===== config.mk =====
export PLATFORM = sky130hd
export DESIGN_NAME = crUnitTop
export DESIGN_NICKNAME = d
export VERILOG_FILES = /design/src/common/crPkg.sv /design/src/common/crStageIf.sv /design/src/crFile/crFile.sv /design/src/source/crCmdQueue.sv /design/src/source/crExecute.sv /design/src/source/crPipeControl.sv /design/src/source/crUnitTop.sv
export SDC_FILE = /design/constraint.sdc
export NUM_CORES = 2
export LEC_CHECK = 0
export ABC_AREA = 0
export BUFFER_PORTS_ARGS = -buffer_cell sky130_fd_sc_hd__buf_2
export CAP_MARGIN = 20
export CORE_MARGIN = 2
export CORE_UTILIZATION = 30
export CTS_BUF_LIST = sky130_fd_sc_hd__clkbuf_8
export DETAILED_ROUTE_END_ITERATION = 8
export SYNTH_ARGS = -nofsm -noshare
export SYNTH_HDL_FRONTEND = slang
export SYNTH_SLANG_ARGS = --single-unit

===== constraint.sdc =====
create_clock -name clock -period 9.7 [get_ports clock]
set_clock_uncertainty 0.2 [all_clocks]
set_input_delay 0.97 -clock clock [delete_from_list [all_inputs] [get_ports clock]]
set_output_delay 0.97 -clock clock [all_outputs]
set_load 0.005 [all_outputs]

===== src/common/crPkg.sv =====
`default_nettype none

package crPkg;

	localparam int CrIdWidth = 5;
	localparam int DataWidth = 64;

	localparam logic [CrIdWidth-1:0] CrPc   = 5'd0;
	localparam logic [CrIdWidth-1:0] CrLr   = 5'd1;
	localparam logic [CrIdWidth-1:0] CrSr   = 5'd2;
	localparam logic [CrIdWidth-1:0] CrVbr  = 5'd3;
	localparam logic [CrIdWidth-1:0] CrSpc  = 5'd4;
	localparam logic [CrIdWidth-1:0] CrSsp  = 5'd5;
	localparam logic [CrIdWidth-1:0] CrGbr  = 5'd6;
	localparam logic [CrIdWidth-1:0] CrTbr  = 5'd7;
	localparam logic [CrIdWidth-1:0] CrTea  = 5'd8;
	localparam logic [CrIdWidth-1:0] CrExsr = 5'd9;
	localparam logic [CrIdWidth-1:0] CrTtb  = 5'd10;
	localparam logic [CrIdWidth-1:0] CrMmcr = 5'd11;
	localparam logic [CrIdWidth-1:0] CrSttb = 5'd12;
	localparam logic [CrIdWidth-1:0] CrKrr  = 5'd13;
	localparam logic [CrIdWidth-1:0] CrZzr  = 5'd31;

	typedef enum logic [2:0] {
		OpRead      = 3'd0,
		OpWrite     = 3'd1,
		OpSetBits   = 3'd2,
		OpClearBits = 3'd3,
		OpAdd       = 3'd4
	} crOp;

	typedef struct packed {
		crOp                  op;
		logic [CrIdWidth-1:0] id;
		logic [DataWidth-1:0] data;
	} crCommand;

	function automatic logic crIsWide(input logic [CrIdWidth-1:0] id);
		return (id == CrSr) || (id == CrExsr) || (id == CrMmcr) || (id == CrKrr);
	endfunction

	function automatic logic crIsMmu(input logic [CrIdWidth-1:0] id);
		return (id >= CrTtb) && (id <= CrKrr);
	endfunction

	// Storage exists for PC..EXSR, plus the MMU bank when enabled
	function automatic logic crExists(input logic [CrIdWidth-1:0] id, input bit enableMmu);
		return (id <= CrExsr) || (enableMmu && crIsMmu(id));
	endfunction

	function automatic logic crIsWritable(input logic [CrIdWidth-1:0] id, input bit enableMmu);
		return crExists(id, enableMmu) && (id != CrPc);
	endfunction

	function automatic logic [DataWidth-1:0] crMask(
		input logic [CrIdWidth-1:0] id,
		input logic [DataWidth-1:0] value
	);
		return crIsWide(id) ? value : {32'b0, value[31:0]};
	endfunction

endpackage

`default_nettype wire


===== src/common/crStageIf.sv =====
`timescale 1ns/1ps
`default_nettype none

interface crStageIf;

	logic                        valid;
	crPkg::crCommand             cmd;
	logic [crPkg::DataWidth-1:0] oldValue;	// Register value read in RF
	logic [crPkg::DataWidth-1:0] newValue;	// Result of the op, unmasked

	modport exec (
		output valid,
		output cmd,
		output oldValue,
		output newValue
	);

	modport file (
		input valid,
		input cmd,
		input newValue
	);

	modport ctrl (
		input valid
	);

endinterface

`default_nettype wire


===== src/crFile/crFile.sv =====
`timescale 1ns/1ps
`default_nettype none

module crFile #(
	parameter bit          EnableMmu   = 1'b1,
	parameter logic [31:0] ResetVector = 32'h1000
) (
	input  wire logic                        clock,
	input  wire logic                        reset,
	input  wire logic                        hold,
	input  wire logic [crPkg::CrIdWidth-1:0] readId,
	output logic      [crPkg::DataWidth-1:0] readValue,
	input  wire logic [31:0]                 nextPc,
	output logic      [31:0]                 pc,
	crStageIf.file                           ex1,
	crStageIf.file                           ex2
);

	logic [31:0] pcReg;
	logic [31:0] lrReg;
	logic [63:0] srReg;
	logic [31:0] vbrReg;
	logic [31:0] spcReg;
	logic [31:0] sspReg;
	logic [31:0] gbrReg;
	logic [31:0] tbrReg;
	logic [31:0] teaReg;
	logic [63:0] exsrReg;
	logic [31:0] ttbReg;
	logic [63:0] mmcrReg;
	logic [31:0] sttbReg;
	logic [63:0] krrReg;

	logic [crPkg::DataWidth-1:0] storedValue;
	logic                        ex1Writes;
	logic                        ex2Writes;
	logic                        writeEnable;

	assign pc = pcReg;

	assign ex1Writes = ex1.valid && (ex1.cmd.op != crPkg::OpRead)
		&& crPkg::crIsWritable(ex1.cmd.id, EnableMmu);
	assign ex2Writes = ex2.valid && (ex2.cmd.op != crPkg::OpRead)
		&& crPkg::crIsWritable(ex2.cmd.id, EnableMmu);
	assign writeEnable = ex2Writes && !hold;	// EX2 retires this cycle

	always_comb
	begin
		case (readId)
			crPkg::CrPc:   storedValue = {32'b0, pcReg};
			crPkg::CrLr:   storedValue = {32'b0, lrReg};
			crPkg::CrSr:   storedValue = srReg;
			crPkg::CrVbr:  storedValue = {32'b0, vbrReg};
			crPkg::CrSpc:  storedValue = {32'b0, spcReg};
			crPkg::CrSsp:  storedValue = {32'b0, sspReg};
			crPkg::CrGbr:  storedValue = {32'b0, gbrReg};
			crPkg::CrTbr:  storedValue = {32'b0, tbrReg};
			crPkg::CrTea:  storedValue = {32'b0, teaReg};
			crPkg::CrExsr: storedValue = exsrReg;
			crPkg::CrTtb:  storedValue = EnableMmu ? {32'b0, ttbReg} : '0;
			crPkg::CrMmcr: storedValue = EnableMmu ? mmcrReg : '0;
			crPkg::CrSttb: storedValue = EnableMmu ? {32'b0, sttbReg} : '0;
			crPkg::CrKrr:  storedValue = EnableMmu ? krrReg : '0;
			default:       storedValue = '0;	// ZZR and unknown ids
		endcase
	end

	// EX1 is younger than EX2, so it wins
	always_comb
	begin
		readValue = storedValue;
		if (ex2Writes && (ex2.cmd.id == readId))
			readValue = crPkg::crMask(readId, ex2.newValue);
		if (ex1Writes && (ex1.cmd.id == readId))
			readValue = crPkg::crMask(readId, ex1.newValue);
	end

	always_ff @(posedge clock)
	begin
		if (reset)
		begin
			pcReg   <= ResetVector;
			lrReg   <= '0;
			srReg   <= '0;
			vbrReg  <= '0;
			spcReg  <= '0;
			sspReg  <= '0;
			gbrReg  <= '0;
			tbrReg  <= '0;
			teaReg  <= '0;
			exsrReg <= '0;
			ttbReg  <= '0;
			mmcrReg <= '0;
			sttbReg <= '0;
			krrReg  <= '0;
		end
		else
		begin
			if (!hold)
				pcReg <= nextPc;
			if (writeEnable)
			begin
				case (ex2.cmd.id)
					crPkg::CrLr:   lrReg   <= ex2.newValue[31:0];
					crPkg::CrSr:   srReg   <= ex2.newValue;
					crPkg::CrVbr:  vbrReg  <= ex2.newValue[31:0];
					crPkg::CrSpc:  spcReg  <= ex2.newValue[31:0];
					crPkg::CrSsp:  sspReg  <= ex2.newValue[31:0];
					crPkg::CrGbr:  gbrReg  <= ex2.newValue[31:0];
					crPkg::CrTbr:  tbrReg  <= ex2.newValue[31:0];
					crPkg::CrTea:  teaReg  <= ex2.newValue[31:0];
					crPkg::CrExsr: exsrReg <= ex2.newValue;
					crPkg::CrTtb:  ttbReg  <= ex2.newValue[31:0];
					crPkg::CrMmcr: mmcrReg <= ex2.newValue;
					crPkg::CrSttb: sttbReg <= ex2.newValue[31:0];
					crPkg::CrKrr:  krrReg  <= ex2.newValue;
					default:       ;
				endcase
			end
		end
	end

	// PC only moves with the pipeline, never through the write port
	pcWriteBlocked: assert property (
		@(posedge clock) disable iff (reset)
		(ex2.valid && (ex2.cmd.op != crPkg::OpRead) && (ex2.cmd.id == crPkg::CrPc) && !hold)
			|=> (pcReg == $past(nextPc))
	) else $error("EX2 write to PC accepted");

endmodule

`default_nettype wire


===== src/source/crCmdQueue.sv =====
`timescale 1ns/1ps
`default_nettype none

module crCmdQueue #(
	parameter int Depth = 4
) (
	input  wire logic            clock,
	input  wire logic            reset,
	input  wire logic            pushValid,
	input  wire crPkg::crCommand pushCmd,
	input  wire logic            pop,
	output logic                 headValid,
	output crPkg::crCommand      headCmd
);

	localparam int PtrWidth   = (Depth > 1) ? $clog2(Depth) : 1;
	localparam int CountWidth = $clog2(Depth + 1);

	crPkg::crCommand       entries [Depth];
	logic [PtrWidth-1:0]   writePtr;
	logic [PtrWidth-1:0]   readPtr;
	logic [CountWidth-1:0] count;
	logic                  doPop;

	function automatic logic [PtrWidth-1:0] nextPtr(input logic [PtrWidth-1:0] ptr);
		return (ptr == PtrWidth'(Depth - 1)) ? '0 : ptr + 1'b1;	// Wrap for any depth
	endfunction

	assign headValid = (count != '0);
	assign headCmd   = entries[readPtr];
	assign doPop     = pop && headValid;

	always_ff @(posedge clock)
	begin
		if (pushValid)
			entries[writePtr] <= pushCmd;
	end

	always_ff @(posedge clock)
	begin
		if (reset)
		begin
			writePtr <= '0;
			readPtr  <= '0;
			count    <= '0;
		end
		else
		begin
			if (pushValid)
				writePtr <= nextPtr(writePtr);
			if (doPop)
				readPtr <= nextPtr(readPtr);
			count <= count + CountWidth'(pushValid) - CountWidth'(doPop);
		end
	end

	// Sender pushed without holding a credit
	noPushWhenFull: assert property (
		@(posedge clock) disable iff (reset)
		pushValid |-> (count != CountWidth'(Depth))
	) else $error("command pushed into a full queue, sender overran its credits");

endmodule

`default_nettype wire


===== src/source/crExecute.sv =====
`timescale 1ns/1ps
`default_nettype none

module crExecute (
	input  wire logic                        clock,
	input  wire logic                        reset,
	input  wire logic                        hold,
	input  wire logic                        pop,
	input  wire crPkg::crCommand             headCmd,
	input  wire logic [crPkg::DataWidth-1:0] readValue,
	crStageIf.exec                           ex1,
	crStageIf.exec                           ex2,
	output logic      [crPkg::DataWidth-1:0] resultValue,
	output logic      [crPkg::CrIdWidth-1:0] resultId
);

	function automatic logic [crPkg::DataWidth-1:0] applyOp(
		input crPkg::crOp                  op,
		input logic [crPkg::DataWidth-1:0] oldValue,
		input logic [crPkg::DataWidth-1:0] operand
	);
		case (op)
			crPkg::OpWrite:     return operand;
			crPkg::OpSetBits:   return oldValue | operand;
			crPkg::OpClearBits: return oldValue & ~operand;
			crPkg::OpAdd:       return oldValue + operand;	// Wraps mod 2^64
			default:            return oldValue;
		endcase
	endfunction

	assign ex1.newValue = applyOp(ex1.cmd.op, ex1.oldValue, ex1.cmd.data);

	always_ff @(posedge clock)
	begin
		if (reset)
		begin
			ex1.valid <= 1'b0;
			ex2.valid <= 1'b0;
		end
		else if (!hold)
		begin
			ex1.valid <= pop;	// Bubble when queue is empty
			ex2.valid <= ex1.valid;
		end
	end

	always_ff @(posedge clock)
	begin
		if (!hold)
		begin
			if (pop)
			begin
				ex1.cmd      <= headCmd;
				ex1.oldValue <= readValue;
			end
			ex2.cmd      <= ex1.cmd;
			ex2.oldValue <= ex1.oldValue;
			ex2.newValue <= ex1.newValue;
		end
	end

	assign resultValue = ex2.oldValue;
	assign resultId    = ex2.cmd.id;

endmodule

`default_nettype wire


===== src/source/crPipeControl.sv =====
`timescale 1ns/1ps
`default_nettype none

module crPipeControl #(
	parameter int OutCredits = 2
) (
	input  wire logic        clock,
	input  wire logic        reset,
	input  wire logic        headValid,
	crStageIf.ctrl           ex1,
	crStageIf.ctrl           ex2,
	input  wire logic        resultCreditReturn,
	input  wire logic [31:0] pc,
	output logic             hold,
	output logic             pop,
	output logic             cmdCreditReturn,
	output logic             resultValid,
	output logic      [31:0] nextPc
);

	localparam int CountWidth = $clog2(OutCredits + 1);

	logic [CountWidth-1:0] creditCount;

	// Freeze everything when the result has nowhere to go
	assign hold = ex2.valid && (creditCount == '0);

	assign resultValid     = ex2.valid && !hold;
	assign pop             = headValid && !hold;
	assign cmdCreditReturn = pop;	// Slot frees as head enters EX1

	assign nextPc = pop ? pc + 32'd4 : pc;

	always_ff @(posedge clock)
	begin
		if (reset)
			creditCount <= CountWidth'(OutCredits);
		else
			creditCount <= creditCount - CountWidth'(resultValid)
				+ CountWidth'(resultCreditReturn);
	end

	creditBound: assert property (
		@(posedge clock) disable iff (reset)
		!(resultCreditReturn && !resultValid
			&& (creditCount == CountWidth'(OutCredits)))
	) else $error("result credit returned beyond the %0d granted", OutCredits);

	// Popped command must show up in EX1 on the next cycle
	popFillsEx1: assert property (
		@(posedge clock) disable iff (reset)
		pop |=> ex1.valid
	) else $error("popped command did not reach EX1");

endmodule

`default_nettype wire


===== src/source/crUnitTop.sv =====
`timescale 1ns/1ps
`default_nettype none

module crUnitTop #(
	parameter int          CmdDepth    = 4,
	parameter int          OutCredits  = 2,
	parameter bit          EnableMmu   = 1'b1,
	parameter logic [31:0] ResetVector = 32'h1000
) (
	input  wire logic                        clock,
	input  wire logic                        reset,
	input  wire logic                        cmdValid,
	input  wire crPkg::crOp                  cmdOp,
	input  wire logic [crPkg::CrIdWidth-1:0] cmdId,
	input  wire logic [crPkg::DataWidth-1:0] cmdData,
	output logic                             cmdCreditReturn,
	output logic                             resultValid,
	output logic      [crPkg::DataWidth-1:0] resultValue,
	output logic      [crPkg::CrIdWidth-1:0] resultId,
	input  wire logic                        resultCreditReturn
);

	crPkg::crCommand             pushCmd;
	crPkg::crCommand             headCmd;
	logic                        headValid;
	logic                        hold;
	logic                        pop;
	logic [crPkg::DataWidth-1:0] readValue;
	logic [31:0]                 pc;
	logic [31:0]                 nextPc;

	crStageIf ex1Stage ();
	crStageIf ex2Stage ();

	assign pushCmd = '{op: cmdOp, id: cmdId, data: cmdData};

	crCmdQueue #(
		.Depth (CmdDepth)
	) crCmdQueue_inst (
		.clock     (clock),
		.reset     (reset),
		.pushValid (cmdValid),
		.pushCmd   (pushCmd),
		.pop       (pop),
		.headValid (headValid),
		.headCmd   (headCmd)
	);

	crPipeControl #(
		.OutCredits (OutCredits)
	) crPipeControl_inst (
		.clock              (clock),
		.reset              (reset),
		.headValid          (headValid),
		.ex1                (ex1Stage),
		.ex2                (ex2Stage),
		.resultCreditReturn (resultCreditReturn),
		.pc                 (pc),
		.hold               (hold),
		.pop                (pop),
		.cmdCreditReturn    (cmdCreditReturn),
		.resultValid        (resultValid),
		.nextPc             (nextPc)
	);

	crExecute crExecute_inst (
		.clock       (clock),
		.reset       (reset),
		.hold        (hold),
		.pop         (pop),
		.headCmd     (headCmd),
		.readValue   (readValue),
		.ex1         (ex1Stage),
		.ex2         (ex2Stage),
		.resultValue (resultValue),
		.resultId    (resultId)
	);

	crFile #(
		.EnableMmu   (EnableMmu),
		.ResetVector (ResetVector)
	) crFile_inst (
		.clock     (clock),
		.reset     (reset),
		.hold      (hold),
		.readId    (headCmd.id),	// RF reads for the queue head
		.readValue (readValue),
		.nextPc    (nextPc),
		.pc        (pc),
		.ex1       (ex1Stage),
		.ex2       (ex2Stage)
	);

endmodule

`default_nettype wire


* Word level (Yosys, flattened, before mapping)
Memory sizes are Yosys's and may differ from the RTL's. A register that Yosys moved wholly into a read port is not among the register bits. Index checks and enable logic that the tools add are counted. W data, S select, Z words.
Word-level totals: memories kept 1, output and inout bits 71, bits in writable memories 288, bits of input ports 76, register bits after elaboration 859
Operators by class: order comparisons 6, reduce and logical (&&, ||, !) cells 42, multiplexer cells 12, bitwise gates (word level) 4, eq/ne operators 34, add/sub/neg operators 8
Memories:
- crCmdQueue_inst.entries | depth 4, width 72, read ports 1, clocked after Yosys merged registers in 1, wr ports 1, line crCmdQueue.sv:19 | crPkg::crCommand entries [Depth];
Operators with widths (number):
- $pmux W64 S14 | 1
- $mux W64 | 4
- $pmux W64 S4 | 1
- $add A64 B64 Y64 | 1
- $and A64 B64 Y64 | 1
- $not A64 Y64 | 1
- $or A64 B64 Y64 | 1
- $eq A5 B4 Y1 const B | 12
- $eq A5 B3 Y1 const B | 8
- $add A32 B3 Y32 const B | 1
- $reduce_and A2 Y1 | 14
- $eq A5 B2 Y1 const B | 4
- $le A5 B4 Y1 const B | 4
- $logic_and A1 B1 Y1 | 15
- $eq A5 B1 Y1 const B | 2
- $eq A5 B5 Y1 | 2
- $ge A5 B4 Y1 const B | 2
- $reduce_bool A5 Y1 | 2
- $reduce_bool A3 Y1 | 3
- $mux W2 | 4
- $eq A3 B2 Y1 const B | 2
- $logic_not A5 Y1 | 1
- $logic_or A1 B1 Y1 | 5
- $add A2 B1 Y2 const B | 2
- 11 further kinds | 13

* Longest topological paths before layout
word-level depth 8, gate-level depth with buffers 15

* Cells and area by module
Synthesis repeated with hierarchy kept, for this count alone.
Second synthesis, totals: cell total of the unflattened synthesis 5443, area total of the unflattened synthesis 55758.5 um2
By module, submodules not included:
- crFile | area an instance 24562.3 um2, times used 1, cells an instance 3195
- crExecute | area an instance 19434.9 um2, times used 1, cells an instance 1719
- crCmdQueue | area an instance 10933.0 um2, times used 1, cells an instance 420
- crPipeControl | area an instance 828.3 um2, times used 1, cells an instance 109

* Worst setup path before layout
OpenSTA, ideal clock, no wires.
path type flip-flop to flip-flop, start point register crPipeControl_inst.creditCount[1], end point register crFile_inst.pcReg[31], in the netlist crFile_inst.pc[31], data required time 9430 ps, library setup time 70 ps, clock period less this slack 7502 ps, path slack 2198 ps, cell stages (with the launch flop) 11, arrival time 7231 ps, buffers on the path 1, cells stage by stage dfxtp_1 nor2_1 nand2_1 o31a_1 buf_2 nand4_1 nor3_1 and3_1 nand3_1 or3_1 a21oi_1
On the way: cells in the longest elaborated chain, start to end 5, elaborated cells on any way between the ends 6
RTL lines:
- from (decl) | line crPipeControl.sv:23 | logic [CountWidth-1:0] creditCount;
- from (signal assigned) | line crPipeControl.sv:37 | creditCount <= CountWidth'(OutCredits);
- from (signal assigned) | line crPipeControl.sv:39 | creditCount <= creditCount - CountWidth'(resultValid)
- $logic_not A2 Y1 | line crPipeControl.sv:26 | assign hold = ex2.valid && (creditCount == '0);
- $logic_and A1 B1 Y1 | line crPipeControl.sv:26
- $logic_not A1 Y1 | line crPipeControl.sv:29 | assign pop = headValid && !hold;
- $logic_and A1 B1 Y1 | line crPipeControl.sv:29
- named net cmdCreditReturn | line crUnitTop.sv:16 | output logic cmdCreditReturn,
- $reduce_and A2 Y1 (no source line)
- to (signal assigned) | line crFile.sv:82 | pcReg <= ResetVector;
- to (signal assigned) | line crFile.sv:100 | pcReg <= nextPc;
- to (decl) | line crFile.sv:19 | logic [31:0] pcReg;
The timed path passes the listed nets, and every way through them passes these cells. A chain may end at the register's enable or synchronous reset.

==> results list <==
- The number of nets in the synthesized netlist is roughly 5500.
* Count of final setup violators: 0
* Leakage power of the design: 20.5 nW
- Leading cell type by number of instances after synthesis: sky130_fd_sc_hd__nand2_1
- STA puts the critical path data required time at 10.30 ns.
- Average footprint of a synthesized cell: 9.94 sq um
- The largest single stage delay on the critical path is 0.81 ns.
- The floorplan step defined a die boundary enclosing 0.177 sq mm.
* H-tree depth reported by CTS: 4
* Post-route ant nets: 0
- At the pin with the least slew margin, the transition time is 1.15 ns.
- Synth area leader: sky130_fd_sc_hd__edfxtp_1
- Most used DFF post-synth: sky130_fd_sc_hd__dfxtp_1
* Portion of the post-synthesis area used by sequential elements: 0.550
- Counting flops with an async set or reset pin after synthesis yields a share of 0.
* Xor and xnor fraction of the mapped netlist area: 0.0152
* Critical path's most frequent cell: sky130_fd_sc_hd__buf_4
* Cell chosen for the clock root: sky130_fd_sc_hd__clkbuf_8
- On the critical path, the stage with the largest delay is an instance of sky130_fd_sc_hd__dfxtp_4.
- For this run, the total global-route usage over all layers was measured as 0.193.
* Maximum net fanout on the critical path: 42
* Fraction of the mapped netlist area in compound gates: 0.176
- Measured on the finished design, the core utilization comes to 0.342.
- Proportion of netlist area held by the largest area contributor: 0.324
- Placeable core region: around 0.17 sq mm
* DRT Wirelength: 174000 microns
* Worst slew margin relative to its limit: 0.232
- Number of buffers inserted by hold repair at cts: 23
- Nature of the critical path startpoint: flip-flop
- The total count of hold-check failures in the final report is 0.
- Global routing finished with a remaining overflow of 0.
- After detailed routing, the number of vias per cell comes to 5.35.
* Power density cells: 303 mW/mm^2
- Wire length of the first global-routing pass: 257000 microns
- The run finished with clean final reports.
- The worst setup path is of the reg2reg kind.
- STA classifies the critical path endpoint as a flip-flop.
* Synth Instances: 5227
* IO Count: 147
* Biggest area contributors in the synthesized netlist: sky130_fd_sc_hd__edfxtp_1 (32%), sky130_fd_sc_hd__dfxtp_1 (23%), sky130_fd_sc_hd__nand2_1 (9.0%), sky130_fd_sc_hd__a21oi_1 (7.2%), sky130_fd_sc_hd__ha_1 (4.8%)
* Final instance count without filler cells: 7751
* Total negative slack: 0 ns
- Max-cap violation count: 0
* Clock transition at the registers of the reported paths: around 0.070 ns
* Cells along the critical path: mux4_2 -> nor2_1 -> nand2_1 -> nor2_4 -> buf_4 -> buf_4 -> nor4_1 -> buf_2 -> or3_1 -> or4_1 -> nand3_1
- The initial utilization of the core area, before any placement, comes to 0.302.
- From synthesis to final layout, the design area changed by 13.3%.
- For this run, the post-layout net count is between 5000 and 6000.
* Netlist Area Pre-Place: 0.0520 sq mm
- The initial antenna violation count is 11.
* Clock buffer depth: 3
- Total placed instance area: 0.0550 sq mm
* Worst skew pair latency: 0.94 ns
- CTS tree: built
* Main combinational cell family by area after synthesis: compound AO/OA/AOI/OAI gates
- The routed layout has 41500 vias.
- Largest net degree at the start of global routing: roughly 220
- Number of distinct library cells after synthesis: 80
- Post-Synth Simple-Gate Area: 0.127
- Area of the multi-input gates: 0.0213 sq mm
* Unrepaired setup endpoints after global routing: no
- After detailed routing, the average wire length per cell comes to 22.5 microns.
- The finished cells cover 0.0589 sq mm.
- Number of clock buffers inserted by TritonCTS: between 150 and 200
* Top cells by instance count after synthesis: sky130_fd_sc_hd__nand2_1 (1253), sky130_fd_sc_hd__a21oi_1 (747), sky130_fd_sc_hd__dfxtp_1 (587)
- Signal arrival time at the worst endpoint: 5.60 ns
- The HPWL after detailed placement is around 110000 microns.
- The detailed router finished its first iteration with ~4700 violations.
- Die extent in x: 420 microns
- The count of buffers added on input and output ports is 146.
- Vert. Die Dim: 420 microns
- For this run, the top clock speed supported by timing is approximately 200 MHz.
- Max VDD drop: 159 uV
* Via count of the first global-routing pass: 40200
- Total number of placement rows: 152
- Clock tree synthesis found a total of 1147 sinks.
- Post-CTS timing repair inserted 0 buffers for setup.
- Routability-driven placement finished with a final weighted congestion of ~0.87.
- The number of buffers and inverters on the critical path is 3.
- Gates resized during post-CTS repair numbered 0.
- In the final layout, the share of cells above drive strength 1 is 0.115.
- The max-slew violation count is 0.
* Fin crit period: approximately 5.0 ns
- Summing all flip-flop and latch instances after layout gives between 0.02 and 0.03 sq mm.
* Fillers: 17300
- Residual DRC: 0
- In this run, placement finished with an instance count of 7387.
- Multiplexer share of the synthesized area: 0.0389
- Classification of the worst-slack hold path: in2reg
- After synthesis the netlist holds a flip-flop and latch count of 1147.
* Syn. warnings: 0
- Final period utilization: 0.516
- CP top delay family: simple AND/OR/NAND/NOR gates
- Post-synth EDFFs: 560
* Synthesized-area fraction occupied by adder cells: 0.0492
- Detailed-router iteration count before antenna repair: 8
[power by group]
group	internal (W)	switching [W]
combinational	0.00217	0.00418
clock	0.00215	0.00201
sequential	0.00612	0.00120
[registers in the layout (all words and copies together) (netlist names), 64 cells and up, named ones only]
signal,count
crExecute_inst.ex1.oldValue,64
crFile_inst.mmcrReg,64
crFile_inst.srReg,64
crFile_inst.krrReg,64
crExecute_inst.ex2.oldValue,64
crExecute_inst.ex1.cmd,72
crExecute_inst.ex2.newValue,64
crFile_inst.exsrReg,64
crCmdQueue_inst.entries,288
[through the flow]
stage               total power, W  hold WS [ns]  worst slack (ns)
detailed placement          0.0136         0.243              4.70
global route                0.0187        0.0452              4.44
CTS                         0.0178      0.000182              4.68
floorplan                   0.0110         0.224              2.20
finish                      0.0178        0.0815              4.70
global placement            0.0135         0.241              4.32
[final timing paths]
check             cells after the start  slack, ns                            startpoint                                        end
setup reg to reg                     11       4.70                             flip-flop  crExecute_inst.ex1.oldValue[63]$_DFFE_PP_
hold reg to reg                       2       0.25  crFile_inst.sttbReg[21]$_SDFFE_PP0P_       crFile_inst.sttbReg[21]$_SDFFE_PP0P_
hold / removal                        1       0.08                           cmdData[24]   crCmdQueue_inst.entries[0][24]$_DFFE_PP_
setup / recovery                     11       4.70                             flip-flop  crExecute_inst.ex1.oldValue[63]$_DFFE_PP_
[layout make-up]
type / instances / share of cell area
Tap cell: 2310 / 0.0491
Antenna cell: 5 / 0.000212
Sequential cell: 1147 / 0.485
Inverter: 193 / 0.0123
Timing Repair Buffer: 255 / 0.0282
Clock buffer: 216 / 0.0505
Clock inverter: 120 / 0.0120
Multi-Input combinational cell: 3505 / 0.362
[cells by family (layout without fill, tap and decap cells)]
| family | after synthesis | in the layout |
|---|---|---|
| simple gates | 1618 | 1618 |
| compound gates | 1482 | 1482 |
| flops | 1147 | 1147 |
| buf+inv | 575 | 784 |
| fa+ha+maj | 203 | 203 |
| mux | 112 | 112 |
| xor+xnor | 90 | 90 |
| other cells | 0 | 5 |
[worst register-to-register path, delay by kind of cell (launching register included)]
family / cells / cell delay (ns)
buffers and inverters: 3 / 1.37
multiplexers: 1 / 0.76
AND/OR/NAND/NOR: 7 / 1.77
flip-flops: 1 / 0.81
[cell usage in the layout (no fill, tap or decap), types with 23 or more instances in the layout]
| cell type | Yosys | final |
|---|---|---|
| sky130_fd_sc_hd__inv_1 | 192 | 254 |
| sky130_fd_sc_hd__o22ai_1 | 35 | 35 |
| sky130_fd_sc_hd__a221oi_1 | 73 | 73 |
| sky130_fd_sc_hd__dfxtp_1 | 587 | 585 |
| sky130_fd_sc_hd__nor2_1 | 144 | 120 |
| sky130_fd_sc_hd__a21o_1 | 56 | 56 |
| sky130_fd_sc_hd__ha_1 | 201 | 201 |
| sky130_fd_sc_hd__mux2i_1 | 39 | 39 |
| sky130_fd_sc_hd__nand2_1 | 1253 | 1242 |
| sky130_fd_sc_hd__buf_4 | 10 | 82 |
| sky130_fd_sc_hd__xnor2_1 | 44 | 43 |
| sky130_fd_sc_hd__clkbuf_8 | 0 | 216 |
| sky130_fd_sc_hd__and3_1 | 50 | 50 |
| sky130_fd_sc_hd__xor2_1 | 46 | 46 |
| sky130_fd_sc_hd__edfxtp_1 | 560 | 560 |
| sky130_fd_sc_hd__mux4_2 | 72 | 72 |
| sky130_fd_sc_hd__nand4_1 | 30 | 30 |
| sky130_fd_sc_hd__a22o_1 | 60 | 60 |
| sky130_fd_sc_hd__o21ai_0 | 128 | 127 |
| sky130_fd_sc_hd__nand3_1 | 35 | 34 |
| sky130_fd_sc_hd__buf_2 | 44 | 146 |
| sky130_fd_sc_hd__a31oi_1 | 48 | 48 |
| sky130_fd_sc_hd__a21oi_1 | 747 | 747 |
| sky130_fd_sc_hd__a22oi_1 | 202 | 202 |
| sky130_fd_sc_hd__dlygate4sd3_1 | 0 | 23 |
[per-layer routing]
layer / track usage / vias to the layer above / part of all wire
met1: 0.248 / 20200 / 0.40
met4: 0.101 / 12 / 0.051
met3: 0.0342 / 429 / 0.087
met2: 0.308 / 2071 / 0.46
li1: - / 18700 / -
met5: 0 / - / 0.00048
(Power assumes the default switching activity.)
